[src/nvic_irq_pkg.sv]
package nvic_irq_pkg;

   // --------------------------------------------------
   // priority and per-line types
   // --------------------------------------------------

   localparam int PRIO_BITS = 2;                      // implemented prio width

   typedef logic [PRIO_BITS-1:0] prio_t;              // lower value more urgent

   // single-cycle strobes into one line cell
   typedef struct packed {
      logic  set_en;                                  // ISER bit
      logic  clr_en;                                  // ICER bit
      logic  set_pend;                                // ISPR bit
      logic  clr_pend;                                // ICPR bit
      logic  clr_active;                              // core return names line
      logic  prio_we;                                 // IPR byte written
      prio_t prio_wdata;                              // new priority
   } irq_ctrl_t;

   // state reported by one line cell
   typedef struct packed {
      logic  enabled;
      logic  pending;
      logic  active;                                  // handler running or stacked
      prio_t prio;
   } irq_state_t;

endpackage

[src/nvic_reg_pkg.sv]
package nvic_reg_pkg;

   // --------------------------------------------------
   // register map of the controller window
   // --------------------------------------------------

   typedef logic [3:0] ppb_addr_t;                    // word offset in window

   localparam ppb_addr_t ISER_OFS     = 4'd0;         // set enable
   localparam ppb_addr_t ICER_OFS     = 4'd1;         // clear enable
   localparam ppb_addr_t ISPR_OFS     = 4'd2;         // set pending
   localparam ppb_addr_t ICPR_OFS     = 4'd3;         // clear pending
   localparam ppb_addr_t IPR_BASE_OFS = 4'd8;         // first priority word

   // implemented priority bits sit at the top of each byte
   localparam int PRIO_LSB = 6;

   // --------------------------------------------------
   // write word seen two ways
   // --------------------------------------------------

   // set and clear registers use the mask view
   // priority registers use the byte view with four lines per word
   typedef union packed {
      logic [31:0]     mask;                          // one bit per line
      logic [3:0][7:0] prio_byte;                     // byte k is line 4n+k
   } ppb_wdata_u;

endpackage
[src/nvic_top.sv]
`timescale 1ns/1ps

module nvic_top #(
   parameter  int NUM_IRQ = 8,
   localparam int NUM_W   = $clog2(NUM_IRQ)
) (
   input  logic                     hclk,
   input  logic                     hreset_n,
   input  logic [NUM_IRQ-1:0]       irq_i,          // level interrupts
   input  logic                     ppb_write_i,
   input  logic                     ppb_read_i,
   input  nvic_reg_pkg::ppb_addr_t  ppb_addr_i,
   input  nvic_reg_pkg::ppb_wdata_u ppb_wdata_i,
   output logic [31:0]              ppb_rdata_o,
   input  logic                     int_taken_i,    // core entered handler
   input  logic                     int_return_i,   // core left handler
   input  logic [NUM_W-1:0]         ret_num_i,
   output logic                     int_pend_o,
   output logic [NUM_W-1:0]         int_pend_num_o
);

   import nvic_irq_pkg::*;

   irq_ctrl_t  [NUM_IRQ-1:0] line_ctrl;             // decoder to cells
   irq_state_t [NUM_IRQ-1:0] line_state;            // cells to decoder and arbiter
   logic       [NUM_IRQ-1:0] take_onehot;           // arbiter to cells

   // --------------------------------------------------
   // register decode
   // --------------------------------------------------

   nvic_ctrl_decode #(.NUM_IRQ(NUM_IRQ)) u_decode (
      .hclk         (hclk),
      .hreset_n     (hreset_n),
      .ppb_write_i  (ppb_write_i),
      .ppb_read_i   (ppb_read_i),
      .ppb_addr_i   (ppb_addr_i),
      .ppb_wdata_i  (ppb_wdata_i),
      .int_return_i (int_return_i),
      .ret_num_i    (ret_num_i),
      .line_state_i (line_state),
      .line_ctrl_o  (line_ctrl),
      .ppb_rdata_o  (ppb_rdata_o)
   );

   // one cell per line
   for (genvar i = 0; i < NUM_IRQ; i++) begin : g_line
      nvic_irq_line u_line (
         .hclk     (hclk),
         .hreset_n (hreset_n),
         .irq_i    (irq_i[i]),
         .ctrl_i   (line_ctrl[i]),
         .take_i   (take_onehot[i]),
         .state_o  (line_state[i])
      );
   end

   // --------------------------------------------------
   // arbitration
   // --------------------------------------------------

   nvic_prio_arbiter #(.NUM_IRQ(NUM_IRQ)) u_arbiter (
      .hclk           (hclk),
      .hreset_n       (hreset_n),
      .line_state_i   (line_state),
      .int_taken_i    (int_taken_i),
      .take_onehot_o  (take_onehot),
      .int_pend_o     (int_pend_o),
      .int_pend_num_o (int_pend_num_o)
   );

endmodule

[src/nvic_prio_arbiter.sv]
`timescale 1ns/1ps

module nvic_prio_arbiter #(
   parameter  int NUM_IRQ = 8,
   localparam int NUM_W   = $clog2(NUM_IRQ)
) (
   input  logic                                   hclk,
   input  logic                                   hreset_n,
   input  nvic_irq_pkg::irq_state_t [NUM_IRQ-1:0] line_state_i,
   input  logic                                   int_taken_i,    // core takes pending
   output logic [NUM_IRQ-1:0]                     take_onehot_o,  // back to line cells
   output logic                                   int_pend_o,
   output logic [NUM_W-1:0]                       int_pend_num_o
);

   import nvic_irq_pkg::*;

   // one above every prio so thread level is preempted by anything
   localparam logic [PRIO_BITS:0] PRIO_IDLE = {1'b1, {PRIO_BITS{1'b0}}};

   logic [PRIO_BITS:0] exec_prio;                  // current execution priority
   logic [NUM_IRQ-1:0] eligible;                   // line may preempt
   logic               best_vld;                   // some line eligible
   prio_t              best_prio;                  // winning prio so far
   logic [NUM_W-1:0]   best_num;                   // winning line so far
   logic               take_acc;                   // take accepted this cycle

   // --------------------------------------------------
   // execution priority from active lines
   // --------------------------------------------------

   always_comb begin
      exec_prio = PRIO_IDLE;
      for (int i = 0; i < NUM_IRQ; i++) begin
         if (line_state_i[i].active && ({1'b0, line_state_i[i].prio} < exec_prio)) begin
            exec_prio = {1'b0, line_state_i[i].prio};
         end
      end
   end

   for (genvar i = 0; i < NUM_IRQ; i++) begin : g_elig
      assign eligible[i] = line_state_i[i].enabled && line_state_i[i].pending &&
                           !line_state_i[i].active &&
                           ({1'b0, line_state_i[i].prio} < exec_prio); // strict preempt
   end

   // --------------------------------------------------
   // winner scan
   // --------------------------------------------------

   always_comb begin
      best_vld  = 1'b0;
      best_prio = '0;
      best_num  = '0;
      for (int i = 0; i < NUM_IRQ; i++) begin
         // strict compare keeps the lower index on a tie
         if (eligible[i] && (!best_vld || (line_state_i[i].prio < best_prio))) begin
            best_vld  = 1'b1;
            best_prio = line_state_i[i].prio;
            best_num  = NUM_W'(i);
         end
      end
   end

   // --------------------------------------------------
   // core side
   // --------------------------------------------------

   assign take_acc = int_taken_i && int_pend_o;    // ignored while nothing pends

   for (genvar i = 0; i < NUM_IRQ; i++) begin : g_take
      assign take_onehot_o[i] = take_acc && (int_pend_num_o == NUM_W'(i));
   end

   always_ff @(posedge hclk or negedge hreset_n) begin
      if (!hreset_n) begin
         int_pend_o     <= 1'b0;
         int_pend_num_o <= '0;
      end else begin
         int_pend_o     <= best_vld && !take_acc;  // scan still sees taken line
         int_pend_num_o <= best_num;
      end
   end

endmodule

[src/nvic_irq_line.sv]
`timescale 1ns/1ps

module nvic_irq_line (
   input  logic                     hclk,
   input  logic                     hreset_n,
   input  logic                     irq_i,          // raw level from source
   input  nvic_irq_pkg::irq_ctrl_t  ctrl_i,         // strobes from decoder
   input  logic                     take_i,         // line taken by core
   output nvic_irq_pkg::irq_state_t state_o
);

   import nvic_irq_pkg::*;

   irq_state_t state_q;                             // line flops
   logic       pend_set;                            // any source setting pending

   // level input latches only while the handler is not running
   assign pend_set = (irq_i && !state_q.active) || ctrl_i.set_pend;

   // --------------------------------------------------
   // enable and priority
   // --------------------------------------------------

   always_ff @(posedge hclk or negedge hreset_n) begin
      if (!hreset_n) begin
         state_q.enabled <= 1'b0;
         state_q.prio    <= '0;
      end else begin
         if (ctrl_i.set_en) begin
            state_q.enabled <= 1'b1;
         end else if (ctrl_i.clr_en) begin
            state_q.enabled <= 1'b0;
         end
         if (ctrl_i.prio_we) begin
            state_q.prio <= ctrl_i.prio_wdata;      // IPR byte write
         end
      end
   end

   // --------------------------------------------------
   // pending and active
   // --------------------------------------------------

   always_ff @(posedge hclk or negedge hreset_n) begin
      if (!hreset_n) begin
         state_q.pending <= 1'b0;
         state_q.active  <= 1'b0;
      end else begin
         if (take_i) begin
            state_q.pending <= 1'b0;                // take consumes pending
         end else if (pend_set) begin
            state_q.pending <= 1'b1;                // set beats ICPR
         end else if (ctrl_i.clr_pend) begin
            state_q.pending <= 1'b0;
         end

         if (take_i) begin
            state_q.active <= 1'b1;                 // handler entered
         end else if (ctrl_i.clr_active) begin
            state_q.active <= 1'b0;                 // handler returned
         end
      end
   end

   assign state_o = state_q;

endmodule

[src/nvic_ctrl_decode.sv]
`timescale 1ns/1ps

module nvic_ctrl_decode #(
   parameter  int NUM_IRQ = 8,
   localparam int NUM_W   = $clog2(NUM_IRQ)
) (
   input  logic                                   hclk,
   input  logic                                   hreset_n,
   input  logic                                   ppb_write_i,   // write strobe
   input  logic                                   ppb_read_i,    // read strobe
   input  nvic_reg_pkg::ppb_addr_t                ppb_addr_i,
   input  nvic_reg_pkg::ppb_wdata_u               ppb_wdata_i,
   input  logic                                   int_return_i,  // core return pulse
   input  logic [NUM_W-1:0]                       ret_num_i,     // returning line
   input  nvic_irq_pkg::irq_state_t [NUM_IRQ-1:0] line_state_i,
   output nvic_irq_pkg::irq_ctrl_t  [NUM_IRQ-1:0] line_ctrl_o,
   output logic [31:0]                            ppb_rdata_o
);

   import nvic_reg_pkg::*;
   import nvic_irq_pkg::*;

   logic        wr_iser;                                         // write hits ISER
   logic        wr_icer;                                         // write hits ICER
   logic        wr_ispr;                                         // write hits ISPR
   logic        wr_icpr;                                         // write hits ICPR
   logic [31:0] rd_word;                                         // read data before flop

   // --------------------------------------------------
   // write decode
   // --------------------------------------------------

   assign wr_iser = ppb_write_i && (ppb_addr_i == ISER_OFS);
   assign wr_icer = ppb_write_i && (ppb_addr_i == ICER_OFS);
   assign wr_ispr = ppb_write_i && (ppb_addr_i == ISPR_OFS);
   assign wr_icpr = ppb_write_i && (ppb_addr_i == ICPR_OFS);

   for (genvar i = 0; i < NUM_IRQ; i++) begin : g_ctrl
      // priority word and byte lane that hold this line
      localparam ppb_addr_t IPR_OFS  = ppb_addr_t'(IPR_BASE_OFS + i / 4);
      localparam int        IPR_BYTE = i % 4;

      // mask view of the write word
      assign line_ctrl_o[i].set_en   = wr_iser && ppb_wdata_i.mask[i];
      assign line_ctrl_o[i].clr_en   = wr_icer && ppb_wdata_i.mask[i];
      assign line_ctrl_o[i].set_pend = wr_ispr && ppb_wdata_i.mask[i];
      assign line_ctrl_o[i].clr_pend = wr_icpr && ppb_wdata_i.mask[i];

      // byte view of the same word
      assign line_ctrl_o[i].prio_we    = ppb_write_i && (ppb_addr_i == IPR_OFS);
      assign line_ctrl_o[i].prio_wdata =
         ppb_wdata_i.prio_byte[IPR_BYTE][PRIO_LSB +: PRIO_BITS]; // top bits only

      // core return drops active on the named line
      assign line_ctrl_o[i].clr_active = int_return_i && (ret_num_i == NUM_W'(i));
   end

   // --------------------------------------------------
   // read mux
   // --------------------------------------------------

   always_comb begin
      rd_word = '0;                                              // unmapped reads zero
      for (int i = 0; i < NUM_IRQ; i++) begin
         case (ppb_addr_i)
            ISER_OFS, ICER_OFS: begin
               rd_word[i] = line_state_i[i].enabled;             // both show enables
            end
            ISPR_OFS, ICPR_OFS: begin
               rd_word[i] = line_state_i[i].pending;             // both show pendings
            end
            default: begin
               if (ppb_addr_i == ppb_addr_t'(IPR_BASE_OFS + i / 4)) begin
                  rd_word[8 * (i % 4) + PRIO_LSB +: PRIO_BITS] = line_state_i[i].prio;
               end
            end
         endcase
      end
   end

   // read data held until the next read
   always_ff @(posedge hclk or negedge hreset_n) begin
      if (!hreset_n) begin
         ppb_rdata_o <= '0;
      end else if (ppb_read_i) begin
         ppb_rdata_o <= rd_word;                                 // valid one cycle later
      end
   end

endmodule

[config.mk]
export PLATFORM = sky130hd
export DESIGN_NAME = nvic_top
export DESIGN_NICKNAME = d
export VERILOG_FILES = /design/src/nvic_irq_pkg.sv /design/src/nvic_reg_pkg.sv /design/src/nvic_top.sv /design/src/nvic_prio_arbiter.sv /design/src/nvic_irq_line.sv /design/src/nvic_ctrl_decode.sv
export SDC_FILE = /design/constraint.sdc
export NUM_CORES = 1
export LEC_CHECK = 0
export BUFFER_PORTS_ARGS = -buffer_cell sky130_fd_sc_hd__buf_2
export CAP_MARGIN = 20
export CORE_MARGIN = 3
export CORE_UTILIZATION = 56
export DETAILED_ROUTE_END_ITERATION = 8
export MAX_ROUTING_LAYER = met4
export PLACE_DENSITY = 0.81
export SYNTH_ARGS = -nofsm -noshare
export SYNTH_HDL_FRONTEND = slang
export SYNTH_SLANG_ARGS = --single-unit
[constraint.sdc]
create_clock -name hclk -period 19.95 [get_ports hclk]
set_input_delay 0.9975 -clock hclk [delete_from_list [all_inputs] [get_ports hclk]]
set_output_delay 0.9975 -clock hclk [all_outputs]
set_load 0.03 [all_outputs]
# Yosys cells after proc, flatten, opt, wreduce, memory -nomap -nowiden
# Index checks and enable logic that the tools add are counted.
# op_classes
mux	108
n_eq_ne	19
order_cmp	22
reduce_logical	163
# op_table
operator	n
1-bit logical AND	102
1-bit 2-to-1 mux	65
2-bit 2-to-1 mux	23
2-bit by 3-bit < comparator with 1-bit output	15
3-bit 2-to-1 mux	12
2-bit nonzero test	16
3-bit == test (second input constant)	8
3-bit nonzero test	8
1-bit logical NOT	16
1-bit case mux with 2 select lines	8
1-bit logical OR	15
2-bit < comparator	7
3-bit by 2-bit == test with 1-bit output (second input constant)	4
4-bit by 2-bit == test with 1-bit output (second input constant)	2
4-bit == test (second input constant)	2
3-bit by 1-bit == test with 1-bit output (second input constant)	2
3-bit logical NOT	2
4-bit by 1-bit == test with 1-bit output (second input constant)	1
4-bit logical NOT	1
2-bit OR reduction	2
4-bit OR reduction	1
# word_totals
register_bits	58
elab_cells	347
output_inout_bits	36
in_bits	53

# Longest topological paths before layout
# Gate-level depths: netlist of the first run.
# logic_depth
word_depth	54
mapped_depth	72

# By module
# From an unflattened synthesis of the first run, not the netlist that was laid out.
# unflattened
hier_cells	585
hier_area_um2	4993.5
# modules_own_cells
module	instances	seq_area_each_um2	area_per_inst_um2	cells_each
nvic_prio_arbiter	1	100.1	2069.5	299
nvic_irq_line	8	125.1	192.7	15
nvic_ctrl_decode	1	350.3	1382.6	166

# Worst setup path before layout of the first run
# Ideal clock, no wire load.
# synth_timing
path_kind	register -> register
start	register g_line[0].u_line.state_q, in the netlist g_line[0].u_line.state_o[1]
end	register u_arbiter.int_pend_num_o[0]
t_arrival_ns	14.164
n_path_buf	1
setup_slack_ns	5.723
stages_incl_launch_ff	73
synth_period_minus_slack_ns	14.227
setup_time_ns	0.064
path_cell_list	dfrtp_1 -> clkbuf_1 -> nand2_1 -> ha_1 -> and2_1 -> a311o_1 -> o21a_1 -> a221oi_1 -> inv_1 -> ha_1 -> o21ai_0 -> nand2_1 -> o41ai_1 -> a31oi_1 -> mux2i_1 -> ha_1 -> nor2_1 -> o21ai_0 -> (+37 left out) -> mux2i_1 -> inv_1 -> ha_1 -> nor2_1 -> nand2_1 -> o21ai_0 -> mux2i_1 -> ha_1 -> nor2_1 -> o21ai_0 -> o41a_1 -> mux2_2 -> ha_1 -> nor2_1 -> a21oi_1 -> a21boi_1 -> a311o_2 -> a21bo_1
# synth_between
elab_chain_cells	53
# synth_lines
element	line	source
start: declaration	nvic_irq_line.sv:14	irq_state_t state_q;
3-bit 2-to-1 mux	nvic_prio_arbiter.sv:35	if (line_state_i[i].active && ({1'b0, line_state_i[i].prio} < exec_prio)) begin
2-bit by 3-bit < comparator with 1-bit output	nvic_prio_arbiter.sv:35	
1-bit logical AND	nvic_prio_arbiter.sv:35	
3-bit 2-to-1 mux	nvic_prio_arbiter.sv:35	
2-bit by 3-bit < comparator with 1-bit output	nvic_prio_arbiter.sv:35	
1-bit logical AND	nvic_prio_arbiter.sv:35	
3-bit 2-to-1 mux	nvic_prio_arbiter.sv:35	
2-bit by 3-bit < comparator with 1-bit output	nvic_prio_arbiter.sv:35	
(+38 left out)	--	
1-bit logical OR	nvic_prio_arbiter.sv:57	if (eligible[i] && (!best_vld || (line_state_i[i].prio < best_prio))) begin
1-bit logical AND	nvic_prio_arbiter.sv:57	
2-bit 2-to-1 mux or 1-bit 2-to-1 mux (tied branches)	nvic_prio_arbiter.sv:57	
2-bit < comparator or 1-bit logical NOT (tied branches)	nvic_prio_arbiter.sv:57	
1-bit logical OR	nvic_prio_arbiter.sv:57	
1-bit logical AND	nvic_prio_arbiter.sv:57	
3-bit 2-to-1 mux *	nvic_prio_arbiter.sv:57	
named net u_arbiter.best_num[0]	nvic_prio_arbiter.sv:25	logic [NUM_W-1:0] best_num;
end signal: assignment	nvic_prio_arbiter.sv:81	int_pend_num_o <= best_num;
end: declaration	nvic_prio_arbiter.sv:13	output logic [NUM_W-1:0] int_pend_num_o
# Mark *: on every way through the listed nets, which the timed path passes. The rest lies on a longest branch.
# A chain may end at the register's enable or synchronous reset.

# Final worst setup path of the first run
# layout_timing
start	register g_line[0].u_line.state_q, in the netlist g_line[0].u_line.state_o[2]
end	register u_arbiter.int_pend_num_o[0]
# Same word-level chain as after synthesis.

==> impl_metrics.json, run 1 <==
{
  "setup_viol_count_final": 0,
  "rsz0062_at_grt": "false",
  "wire_per_inst_microns": 19.1,
  "layout.cell_area.non_filler_sq_mm": 0.00489,
  "vias_per_cell": 6.60,
  "finalPower_uw": 893,
  "start_util_pct": 59.7,
  "setup.worst_path.start_class": "flip-flop",
  "tritoncts.num_buffers": 9,
  "layout.cells.most_common": "dfrtp_1",
  "layout.cells.most_common_list": "dfrtp_1, buf_2, nor2_1",
  "route.detailed.drc": 0,
  "clockBufferDepth": 2,
  "maxCapViolations": 0,
  "post_synth.cell_area_avg_sq_um": 8.75,
  "clk_root_buffer_cell": "clkbuf_8",
  "routabilityCongestion": 0.980,
  "worst_hold_slack_ps": 506,
  "globalRoute.totalOverflow": 0,
  "total_leakage_power_nw": 2.10,
  "final-instance-count-excl-fill": 656,
  "critical_path_arrival_ps": 16800,
  "worst_hold_path_type": "reg2reg",
  "holdPathStages": 1,
  "post_route_cells_drive_above_1_share_pct": 20.3,
  "utilization_pct": 65.3,
  "grt_use_total_pct": 29.9,
  "ctsHtreeMaxLevel": 3,
  "place_inst": 640,
  "dp_hpwl_microns": 9340,
  "ys_seq_area_share_pct": 32.5,
  "run_status": "finished clean",
  "final.min_clock_period_ps": 16520,
  "placed_area_sq_mm": 0.00469,
  "final.setup.tns_ps": 0,
  "route.antenna.remaining_nets": 0,
  "whs_endpoint": "u_arbiter.int_pend_o",
  "timing.critical_path.buf_inv": 3,
  "dr.first_iter.drc_count": 475,
  "clock_latency_ps": 350,
  "critical_path.reg2reg.endpoint": "u_arbiter.int_pend_num_o[0]",
  "synth_edf_count": 0,
  "grt_first_pass_wirelength_microns": 20300,
  "final.setup.worst_slack_ps": 3430,
  "tightest_slew_ps": 950,
  "synthCells": 511,
  "post_cts_resize_count": 0,
  "dp_worst_setup_slack_ps": 3620,
  "tritoncts_clock_tree": "yes",
  "antenna_diode_count": 0,
  "endpoint_kind": "flip-flop",
  "fin_nets": 617,
  "r2r-start": "g_line[0].u_line.state_o[2]",
  "die_area_sq_mm": 0.00909,
  "synth_cell_types": 78,
  "timing.critical_path.fanout_max": 13,
  "drt_first_pass_iters": 6,
  "clock_edge_transition_at_the_registers_on_the_reported_setup_and_hold_paths_ps": 60,
  "max-vdd-ir-drop_v": 0.000144,
  "postCtsHoldBufs": 0,
  "cp.required_ps": 20230,
  "syn-cell-area_sq_mm": 0.00447,
  "max_freq_mhz": 60.5,
  "areaGrowthSynthToFinish_pct": 9.35,
  "floorplan.rows": 31,
  "timing.final.hold_violations": 0,
  "final_min_period_over_clock_period_pct": 82.8,
  "power.density_mw_per_mm2": 183,
  "drt-total-wl_microns": 12500,
  "timing.slew.headroom_pct": 36.4,
  "ff2ff_path_depth": 71,
  "clock-sinks": 58,
  "timing.critical_path.slowest_cell_delay_ps": 620,
  "synth_seq_cells": 58,
  "first_global_vias": 4160,
  "synth_async_sr_flop_share_pct": 100,
  "dr_total_vias": 4332,
  "worst_path_dominant_cell_family": "compound AO/OA/AOI/OAI gates",
  "fin_worst_skew_ps": 7.97,
  "design.core.area_sq_mm": 0.00749,
  "portBuffers": 52,
  "ff2ff_setup_slack_ps": 3430,
  "antenna_found_initial": 0,
  "crit_path_frequent_cell": "ha_1",
  "pin_count_of_the_biggest_net_entering_global_routing": 59,
  "startpoint_to_endpoint_class_of_the_critical_path": "reg2reg",
  "die-height_microns": 95.3,
  "synthFlopType": "dfrtp_1",
  "yosysWarnings": 0,
  "slowest_stage": "dfrtp_1",
  "die_width_microns": 95.3,
  "io-pin-count": 89,
  "timing_max_transition_violations_final": 0,
  "post_cts_repair_setup_buffers": 0,
  "hold_path_startpoint": "u_arbiter.int_pend_o"
}
-- logic make-up (layout without fill, tap and decap cells) --
family	Yosys count	count (layout)	synth area share, %
buffers and inverters	76	105	8.40
AOI/OAI and AO/OA	189	189	31.5
DFF	58	58	32.5
other	1	18	0.0839
adders and majority gates	16	16	4.26
and+or+nand+nor	140	140	15.8
muxes	31	31	7.50
-- area by class of cell --
cell class	instances	area (sq um)
tap	99	124
clock buffer	11	141
inverter	34	128
multi-input combinational	394	2710
sequential	58	1450
clock inverter	5	53.8
fill	630	2600
timing repair buffer	55	283
-- cells in the mapped netlist, drive strengths merged (3+ instances only) --
| cell | number | area share (%) |
|---|---|---|
| nor3b | 4 | 0.67 |
| inv | 34 | 2.9 |
| maj3 | 4 | 0.90 |
| a22oi | 8 | 1.3 |
| a21oi | 38 | 4.3 |
| a311o | 3 | 0.70 |
| nor3 | 9 | 1.0 |
| a32oi | 3 | 0.59 |
| nand3b | 3 | 0.50 |
| a221oi | 5 | 0.98 |
| o31ai | 9 | 1.7 |
| o32a | 4 | 0.90 |
| a211oi | 11 | 2.5 |
| or2 | 5 | 0.70 |
| a21o | 8 | 1.3 |
| clkbuf | 17 | 1.4 |
| o21a | 5 | 0.84 |
| a211o | 5 | 1.2 |
| mux2 | 20 | 5.0 |
| nand2b | 6 | 0.84 |
| buf | 25 | 4.1 |
| o211ai | 9 | 1.5 |
| o2bb2ai | 3 | 0.59 |
| o21ai | 18 | 2.5 |
| a21boi | 5 | 0.84 |
| nor2 | 43 | 3.7 |
| o41ai | 4 | 0.78 |
| nand3 | 12 | 1.3 |
| or3 | 6 | 0.95 |
| mux2i | 11 | 2.5 |
| o22ai | 7 | 0.98 |
| nor4 | 5 | 0.70 |
| ha | 12 | 3.4 |
| nor2b | 5 | 0.70 |
| nand2 | 31 | 2.7 |
| a31oi | 22 | 3.1 |
| dfrtp | 58 | 32 |
| a31o | 3 | 0.59 |
-- worst max path at each step --
stage | from | end | cells after the start
CTS | g_line[0].u_line.state_o[2] | u_arbiter.int_pend_num_o[0] | 71
floorplan | g_line[0].u_line.state_o[1] | u_arbiter.int_pend_num_o[0] | 72
detailed placement | g_line[0].u_line.state_o[2] | u_arbiter.int_pend_num_o[0] | 71
global placement | g_line[0].u_line.state_o[2] | u_arbiter.int_pend_num_o[0] | 71
finish | g_line[0].u_line.state_o[2] | u_arbiter.int_pend_num_o[0] | 71
global route | g_line[0].u_line.state_o[2] | u_arbiter.int_pend_num_o[0] | 70
-- registers in the layout, indices dropped and copies added (netlist names) --
signal                    cells
g_line.u_line.state_o        40
u_arbiter.int_pend_o          1
u_arbiter.int_pend_num_o      3
u_decode.ppb_rdata_o         14
-- report_power, final --
part / internal [mW] / leakage [nW] / switching (mW)
Clock: 0.0606 / 0.103 / 0.0482
Combinational: 0.230 / 1.31 / 0.345
Sequential: 0.149 / 0.694 / 0.0600
Total: 0.440 / 2.10 / 0.454
-- routing by layer --
| metal | track usage [%] | up-vias | routed length [microns] |
|---|---|---|---|
| li1 | - | 1985 | - |
| met5 | - | - | 0 |
| met2 | 45.9 | 228 | 5740 |
| met4 | 12.5 | 0 | 403 |
| met1 | 38.1 | 2074 | 5070 |
| met3 | 6.71 | 45 | 1310 |
Note: power is estimated with default switching activity, not from simulation.
==> run 2: changes to the inputs <==
--- a/config.mk
+++ b/config.mk
@@ -5,13 +5,14 @@
 export SDC_FILE = /design/constraint.sdc
 export NUM_CORES = 1
 export LEC_CHECK = 0
+export ABC_AREA = 1
 export BUFFER_PORTS_ARGS = -buffer_cell sky130_fd_sc_hd__buf_2
 export CAP_MARGIN = 20
 export CORE_MARGIN = 3
-export CORE_UTILIZATION = 56
+export CORE_UTILIZATION = 50
 export DETAILED_ROUTE_END_ITERATION = 8
 export MAX_ROUTING_LAYER = met4
-export PLACE_DENSITY = 0.81
+export PLACE_DENSITY = 0.77
 export SYNTH_ARGS = -nofsm -noshare
 export SYNTH_HDL_FRONTEND = slang
 export SYNTH_SLANG_ARGS = --single-unit
==> constraint.sdc (replaced) <==
create_clock -name hclk -period 13.8 [get_ports hclk]
set_input_delay 0.69 -clock hclk [delete_from_list [all_inputs] [get_ports hclk]]
set_output_delay 0.69 -clock hclk [all_outputs]
set_load 0.03 [all_outputs]
==> run 2 against run 1 <==
Critical path depth grew 20. Highest routed layer unchanged. Register-to-register slack lost 1400 ps. Critical endpoint is now u_arbiter.int_pend_num_o[1]. Routed wire length shrank 9.8%. Sequential cell count is the same.
==> impl_metrics.json, run 2 <==
{
  "first_global_vias": 3771,
  "final_min_period_over_clock_period_pct": 85.2,
  "synthTopCellsByArea": "dfrtp_1, nand2_1, inv_1",
  "timing.slew.headroom_pct": 31.9,
  "layout.cells.most_common_list": "nand2_1, inv_1, o21ai_0",
  "portBuffers": 52,
  "layout.cells.most_common": "nand2_1",
  "maxCapViolations": 0,
  "yosysWarnings": 0,
  "drt-total-wl_microns": 11300,
  "most_used_standard_cell_by_instance_count_after_synthesis": "nand2_1",
  "timing.critical_path.fanout_max": 8,
  "finalPower_mw": 1.40,
  "setup.worst_path.start_class": "flip-flop",
  "dp_hpwl_microns": 8820,
  "layout.cell_area.non_filler_sq_mm": 0.00462,
  "grt_use_total_pct": 25.0,
  "synth_cell_types": 37,
  "post_cts_resize_count": 0,
  "holdPathStages": 1,
  "critical_path.reg2reg.endpoint": "u_arbiter.int_pend_num_o[1]",
  "setup_viol_count_final": 0,
  "post_cts_repair_setup_buffers": 0,
  "vias_per_cell": 5.43,
  "fin_worst_skew_ps": 6.72,
  "max_freq_mhz": 85.1,
  "ys_seq_area_share_pct": 35.3,
  "wire_per_inst_microns": 15.2,
  "total_leakage_power_nw": 2.51,
  "drt_first_pass_iters": 5,
  "final.setup.tns_ps": 0,
  "grt_first_pass_wirelength_microns": 18500,
  "num-fill-cells": 754,
  "timing.critical_path.slowest_cell_delay_ps": 510,
  "die_area_sq_mm": 0.00934,
  "timing_max_transition_violations_final": 0,
  "floorplan.rows": 32,
  "postCtsHoldBufs": 0,
  "place_inst": 727,
  "synthFlopType": "dfrtp_1",
  "routabilityCongestion": 0.893,
  "final-instance-count-excl-fill": 743,
  "largest_register_ffs": 40,
  "placed_area_sq_mm": 0.00439,
  "die_width_microns": 96.6,
  "cp.required_ps": 14000,
  "ff2ff_setup_slack_ps": 2050,
  "synth_edf_count": 0,
  "crit_path_frequent_cell": "nand2_1",
  "clock-sinks": 58,
  "final.setup.worst_slack_ps": 2050,
  "dp_worst_setup_slack_ps": 2120,
  "clock_latency_ps": 340,
  "tightest_slew_ps": 1020,
  "synthCells": 581,
  "ff2ff_path_depth": 91,
  "tritoncts_clock_tree": "yes",
  "clock_edge_transition_at_the_registers_on_the_reported_setup_and_hold_paths_ps": 70,
  "power.density_mw_per_mm2": 303,
  "clockBufferDepth": 2,
  "startpoint_to_endpoint_class_of_the_critical_path": "reg2reg",
  "route.antenna.remaining_nets": 0,
  "tritoncts.num_buffers": 9,
  "synth_top_cells_by_count": "nand2_1, inv_1, o21ai_0, dfrtp_1, nand3_1",
  "slowest_stage": "dfrtp_1",
  "whs_endpoint": "u_decode.ppb_rdata_o[1]",
  "utilization_pct": 58.9,
  "start_util_pct": 52.3,
  "endpoint_kind": "flip-flop",
  "pin_count_of_the_biggest_net_entering_global_routing": 59,
  "hold_path_startpoint": "u_decode.ppb_rdata_o[1]",
  "syn-cell-area_sq_mm": 0.00411,
  "areaGrowthSynthToFinish_pct": 12.5,
  "post_synth.cell_area_avg_sq_um": 7.07,
  "worst_hold_path_type": "reg2reg",
  "timing.final.hold_violations": 0,
  "antenna_found_initial": 0,
  "max-vdd-ir-drop_v": 0.000146,
  "route.detailed.drc": 0,
  "worst_hold_slack_ps": 479,
  "dr.first_iter.drc_count": 254,
  "dr_total_vias": 4037,
  "final.min_clock_period_ps": 11750,
  "antenna_diode_count": 0,
  "post_route_cells_drive_above_1_share_pct": 18.6,
  "globalRoute.totalOverflow": 0,
  "synth_largest_type_area_fraction_pct": 35.3,
  "r2r-start": "g_line[0].u_line.state_o[2]",
  "rsz0062_at_grt": "false",
  "synth_top_cell_by_area": "dfrtp_1",
  "synth_async_sr_flop_share_pct": 100,
  "io-pin-count": 89,
  "fin_nets": 701,
  "run_status": "finished clean",
  "critical_path_arrival_ps": 11960,
  "die-height_microns": 96.6,
  "clk_root_buffer_cell": "clkbuf_8",
  "design.core.area_sq_mm": 0.00785,
  "synth_seq_cells": 58,
  "ctsHtreeMaxLevel": 3
}
## run 2: cell type report
type	count	area [sq um]	share of cell area (%)
Clock buffer	12	155	3.36
Tap cell	102	128	2.76
Timing Repair Buffer	53	268	5.79
Sequential cell	58	1450	31.4
Multi-Input combinational cell	426	2210	47.9
Inverter	88	330	7.15
Clock inverter	4	73.8	1.60
## run 2: power breakdown
group,total (mW),switching [mW],internal (mW)
sequential,0.269,0.0533,0.215
clock,0.183,0.0716,0.112
combinational,0.949,0.623,0.326
## run 2: kinds of logic (layout without fill, tap and decap cells)
group,after synthesis,count (layout),synth area share [%]
DFF,58,58,35.3
and+or+nand+nor,287,287,32.4
other,1,18,0.0913
adders and majority gates,12,12,3.66
AOI/OAI and AO/OA,109,109,16.2
buffers and inverters,114,157,12.3
## run 2: how the worst max path moves through the flow
| stage | cells after the start | from | end |
|---|---|---|---|
| 6_report | 91 | g_line[0].u_line.state_o[2] | u_arbiter.int_pend_num_o[1] |
| 3_3_place_gp | 91 | g_line[0].u_line.state_o[2] | u_arbiter.int_pend_num_o[0] |
| 4_1_cts | 91 | g_line[0].u_line.state_o[2] | u_arbiter.int_pend_num_o[0] |
| 2_1_floorplan | 92 | g_line[0].u_line.state_o[2] | u_arbiter.int_pend_num_o[0] |
| 3_5_place_dp | 91 | g_line[0].u_line.state_o[2] | u_arbiter.int_pend_num_o[0] |
| 5_1_grt | 91 | g_line[0].u_line.state_o[2] | u_arbiter.int_pend_num_o[0] |
## run 2: worst max-delay path, delay by kind of cell, from the launching register on
kind | cells | cell delay [ps]
AND/OR/NAND/NOR | 63 | 4740
adder cells (fa/ha/maj) | 12 | 3350
AO/OA/AOI/OAI | 12 | 2790
flip-flops | 1 | 510
buffers and inverters | 4 | 200
## run 2: layer usage
metal	up-vias	wire, microns	track usage (%)
met5	-	0	-
met4	0	228	8.75
met3	23	790	4.33
met2	151	5390	39.7
met1	1891	4880	32.2
li1	1972	-	-
==> run 3: changes to the inputs <==
--- a/config.mk
+++ b/config.mk
@@ -9,10 +9,11 @@
 export BUFFER_PORTS_ARGS = -buffer_cell sky130_fd_sc_hd__buf_2
 export CAP_MARGIN = 20
 export CORE_MARGIN = 3
-export CORE_UTILIZATION = 50
+export CORE_UTILIZATION = 51
 export DETAILED_ROUTE_END_ITERATION = 8
 export MAX_ROUTING_LAYER = met4
 export PLACE_DENSITY = 0.77
 export SYNTH_ARGS = -nofsm -noshare
 export SYNTH_HDL_FRONTEND = slang
+export SYNTH_HIERARCHICAL = 1
 export SYNTH_SLANG_ARGS = --single-unit
==> run 3 against run 2 <==
Register-to-register slack worse by 170 ps. Combinational power is 6% higher. Design area is 6.1% higher. Global-route usage is 1.6 points lower. Power is 2.4% higher. Sequential cell count stayed put. Critical path depth is 1 higher. Worst hold slack worse by 2.3 ps. Cell count is 15% higher.
==> impl_metrics.json, run 3 <==
{
  "dp_hpwl_microns": 8610,
  "most_used_standard_cell_by_instance_count_after_synthesis": "nand2_1",
  "crit_path_frequent_cell": "nand2_1",
  "placed_area_sq_mm": 0.00472,
  "finalPower_mw": 1.44,
  "max-vdd-ir-drop_v": 0.000259,
  "areaGrowthSynthToFinish_pct": 6.64,
  "timing.critical_path.fanout_max": 7,
  "holdPathStages": 2,
  "portBuffers": 52,
  "clock_edge_transition_at_the_registers_on_the_reported_setup_and_hold_paths_ps": 70,
  "globalRoute.totalOverflow": 0,
  "timing.slew.headroom_pct": 35.5,
  "rsz0062_at_grt": "false",
  "timing_max_transition_violations_final": 0,
  "synth_top_cells_by_count": "nand2_1, inv_1, nor2_1, nand3_1, dfrtp_1",
  "fin_nets": 803,
  "critical_path_arrival_ps": 12150,
  "route.detailed.drc": 0,
  "drt-total-wl_microns": 11300,
  "endpoint_kind": "flip-flop",
  "die-height_microns": 101,
  "dr_total_vias": 4321,
  "slowest_stage": "a21boi_0",
  "startpoint_to_endpoint_class_of_the_critical_path": "reg2reg",
  "vias_per_cell": 5.08,
  "first_global_vias": 3921,
  "yosysWarnings": 6,
  "post_synth.cell_area_avg_sq_um": 6.53,
  "total_leakage_power_nw": 2.76,
  "tritoncts_clock_tree": "yes",
  "synth_cell_types": 33,
  "synth_edf_count": 0,
  "postCtsHoldBufs": 0,
  "pin_count_of_the_biggest_net_entering_global_routing": 59,
  "die_width_microns": 101,
  "critical_path.reg2reg.endpoint": "u_arbiter/int_pend_num_o[0]",
  "syn-cell-area_sq_mm": 0.00460,
  "ff2ff_setup_slack_ps": 1880,
  "synthFlopType": "dfrtp_1",
  "dr.first_iter.drc_count": 251,
  "synth_async_sr_flop_share_pct": 100,
  "post_route_cells_drive_above_1_share_pct": 17.4,
  "worst_hold_path_type": "reg2reg",
  "layout.cell_area.non_filler_sq_mm": 0.00490,
  "timing.critical_path.buf_inv": 5,
  "routabilityCongestion": 0.941,
  "drt_first_pass_iters": 6,
  "synthCells": 704,
  "layout.cells.most_common_list": "nand2_1, inv_1, nor2_1",
  "cp.required_ps": 14020,
  "antenna_found_initial": 0,
  "run_status": "finished clean",
  "ff2ff_path_depth": 92,
  "synthTopCellsByArea": "dfrtp_1, nand2_1, inv_1",
  "floorplan.rows": 34,
  "fin_worst_skew_ps": 9.73,
  "timing.final.hold_violations": 0,
  "synth_largest_type_area_fraction_pct": 31.6,
  "io-pin-count": 89,
  "synth_top_cell_by_area": "dfrtp_1",
  "r2r-start": "g_line[0].u_line/state_o[2]",
  "ctsHtreeMaxLevel": 3,
  "layout.cells.most_common": "nand2_1",
  "setup_viol_count_final": 0,
  "hold_path_startpoint": "u_decode/ppb_rdata_o[1]",
  "clock-sinks": 58,
  "ys_seq_area_share_pct": 31.6,
  "setup.worst_path.start_class": "flip-flop",
  "grt_use_total_pct": 23.3,
  "power.density_mw_per_mm2": 293,
  "wire_per_inst_microns": 13.2,
  "max_freq_mhz": 83.9,
  "worst_hold_slack_ps": 477,
  "tightest_slew_ps": 963,
  "route.antenna.remaining_nets": 0,
  "largest_register_ffs": 40,
  "clk_root_buffer_cell": "clkbuf_8",
  "die_area_sq_mm": 0.0102,
  "clock_latency_ps": 350,
  "maxCapViolations": 0,
  "antenna_diode_count": 0,
  "whs_endpoint": "u_decode/ppb_rdata_o[1]",
  "worst_path_dominant_cell_family": "simple AND/OR/NAND/NOR gates",
  "final.setup.tns_ps": 0,
  "grt_first_pass_wirelength_microns": 18500,
  "final_min_period_over_clock_period_pct": 86.4,
  "tritoncts.num_buffers": 9,
  "post_cts_repair_setup_buffers": 0,
  "post_cts_resize_count": 0,
  "start_util_pct": 52.7,
  "design.core.area_sq_mm": 0.00872,
  "timing.critical_path.slowest_cell_delay_ps": 580,
  "final.min_clock_period_ps": 11920,
  "clockBufferDepth": 2,
  "synth_seq_cells": 58,
  "num-fill-cells": 834
}
==> run 3: changes by cell type in the layout (fill, tap and decap cells not counted), moves of 5 or more <==
cell / change
o21ai_0: -25
nand4_1: -6
a32oi_1: -5
inv_1: +37
o22ai_1: -10
nor2_1: +47
o21bai_1: +7
nand3_1: +29
nand2_1: +34
==> run 3: cell families after synthesis <==
group,synth area share (%)
adders and majority gates,3.27
buffers and inverters,17.9
AOI/OAI and AO/OA,7.97
DFF,31.6
other,0.0816
and+or+nand+nor,39.3
==> run 3: where the power goes <==
part | switching, mW | leakage [nW] | internal, mW | total [mW]
Combinational | 0.653 | 1.99 | 0.352 | 1.01
Clock | 0.0763 | 0.0847 | 0.0699 | 0.146
Sequential | 0.0636 | 0.685 | 0.220 | 0.284
==> run 3: worst reg2reg max path, delay by kind of cell, from the launching register on <==
kind            cells  cell delay, ps
buf+inv             5             270
flops               1             480
fa+ha+maj          12            3380
simple gates       64            4760
compound gates     11            2930
==> run 3: per-layer routing <==
metal	global-route usage [%]	wire length, microns	vias to the layer above
li1	-	-	2187
met1	31.0	5080	1969
met2	36.6	5210	142
met3	3.25	691	23
met4	8.28	269	0
met5	-	0	-
==> run 3: worst max path at each step <==
stage / from / to / cells past startpoint
2_1_floorplan: g_line[0].u_line/state_o[2] / u_arbiter/int_pend_num_o[0] / 92
3_3_place_gp: g_line[0].u_line/state_o[2] / u_arbiter/int_pend_num_o[0] / 92
3_5_place_dp: g_line[0].u_line/state_o[2] / u_arbiter/int_pend_num_o[1] / 92
4_1_cts: g_line[0].u_line/state_o[2] / u_arbiter/int_pend_num_o[1] / 91
5_1_grt: g_line[0].u_line/state_o[2] / u_arbiter/int_pend_num_o[0] / 91
6_report: g_line[0].u_line/state_o[2] / u_arbiter/int_pend_num_o[0] / 92
==> run 3: layout make-up <==
class / count / area, sq um / share of cell area (%)
Timing Repair Buffer: 53 / 268 / 5.46
Tap cell: 108 / 135 / 2.76
Sequential cell: 58 / 1450 / 29.6
Clock buffer: 10 / 138 / 2.81
Inverter: 128 / 480 / 9.80
Multi-Input combinational cell: 488 / 2390 / 48.7
Clock inverter: 6 / 41.3 / 0.842
==> run 3: through the flow <==
| step | cells | setup slack [ps] | util [%] |
|---|---|---|---|
| 2_1_floorplan | 721 | 3620 | - |
| 3_3_place_gp | 835 | 2630 | 54.2 |
| 3_5_place_dp | 835 | 2130 | 54.2 |
| 4_1_cts | 851 | 2030 | 56.2 |
| 5_1_grt | 851 | 534 | 56.2 |
| 6_report | 851 | 1880 | 56.2 |
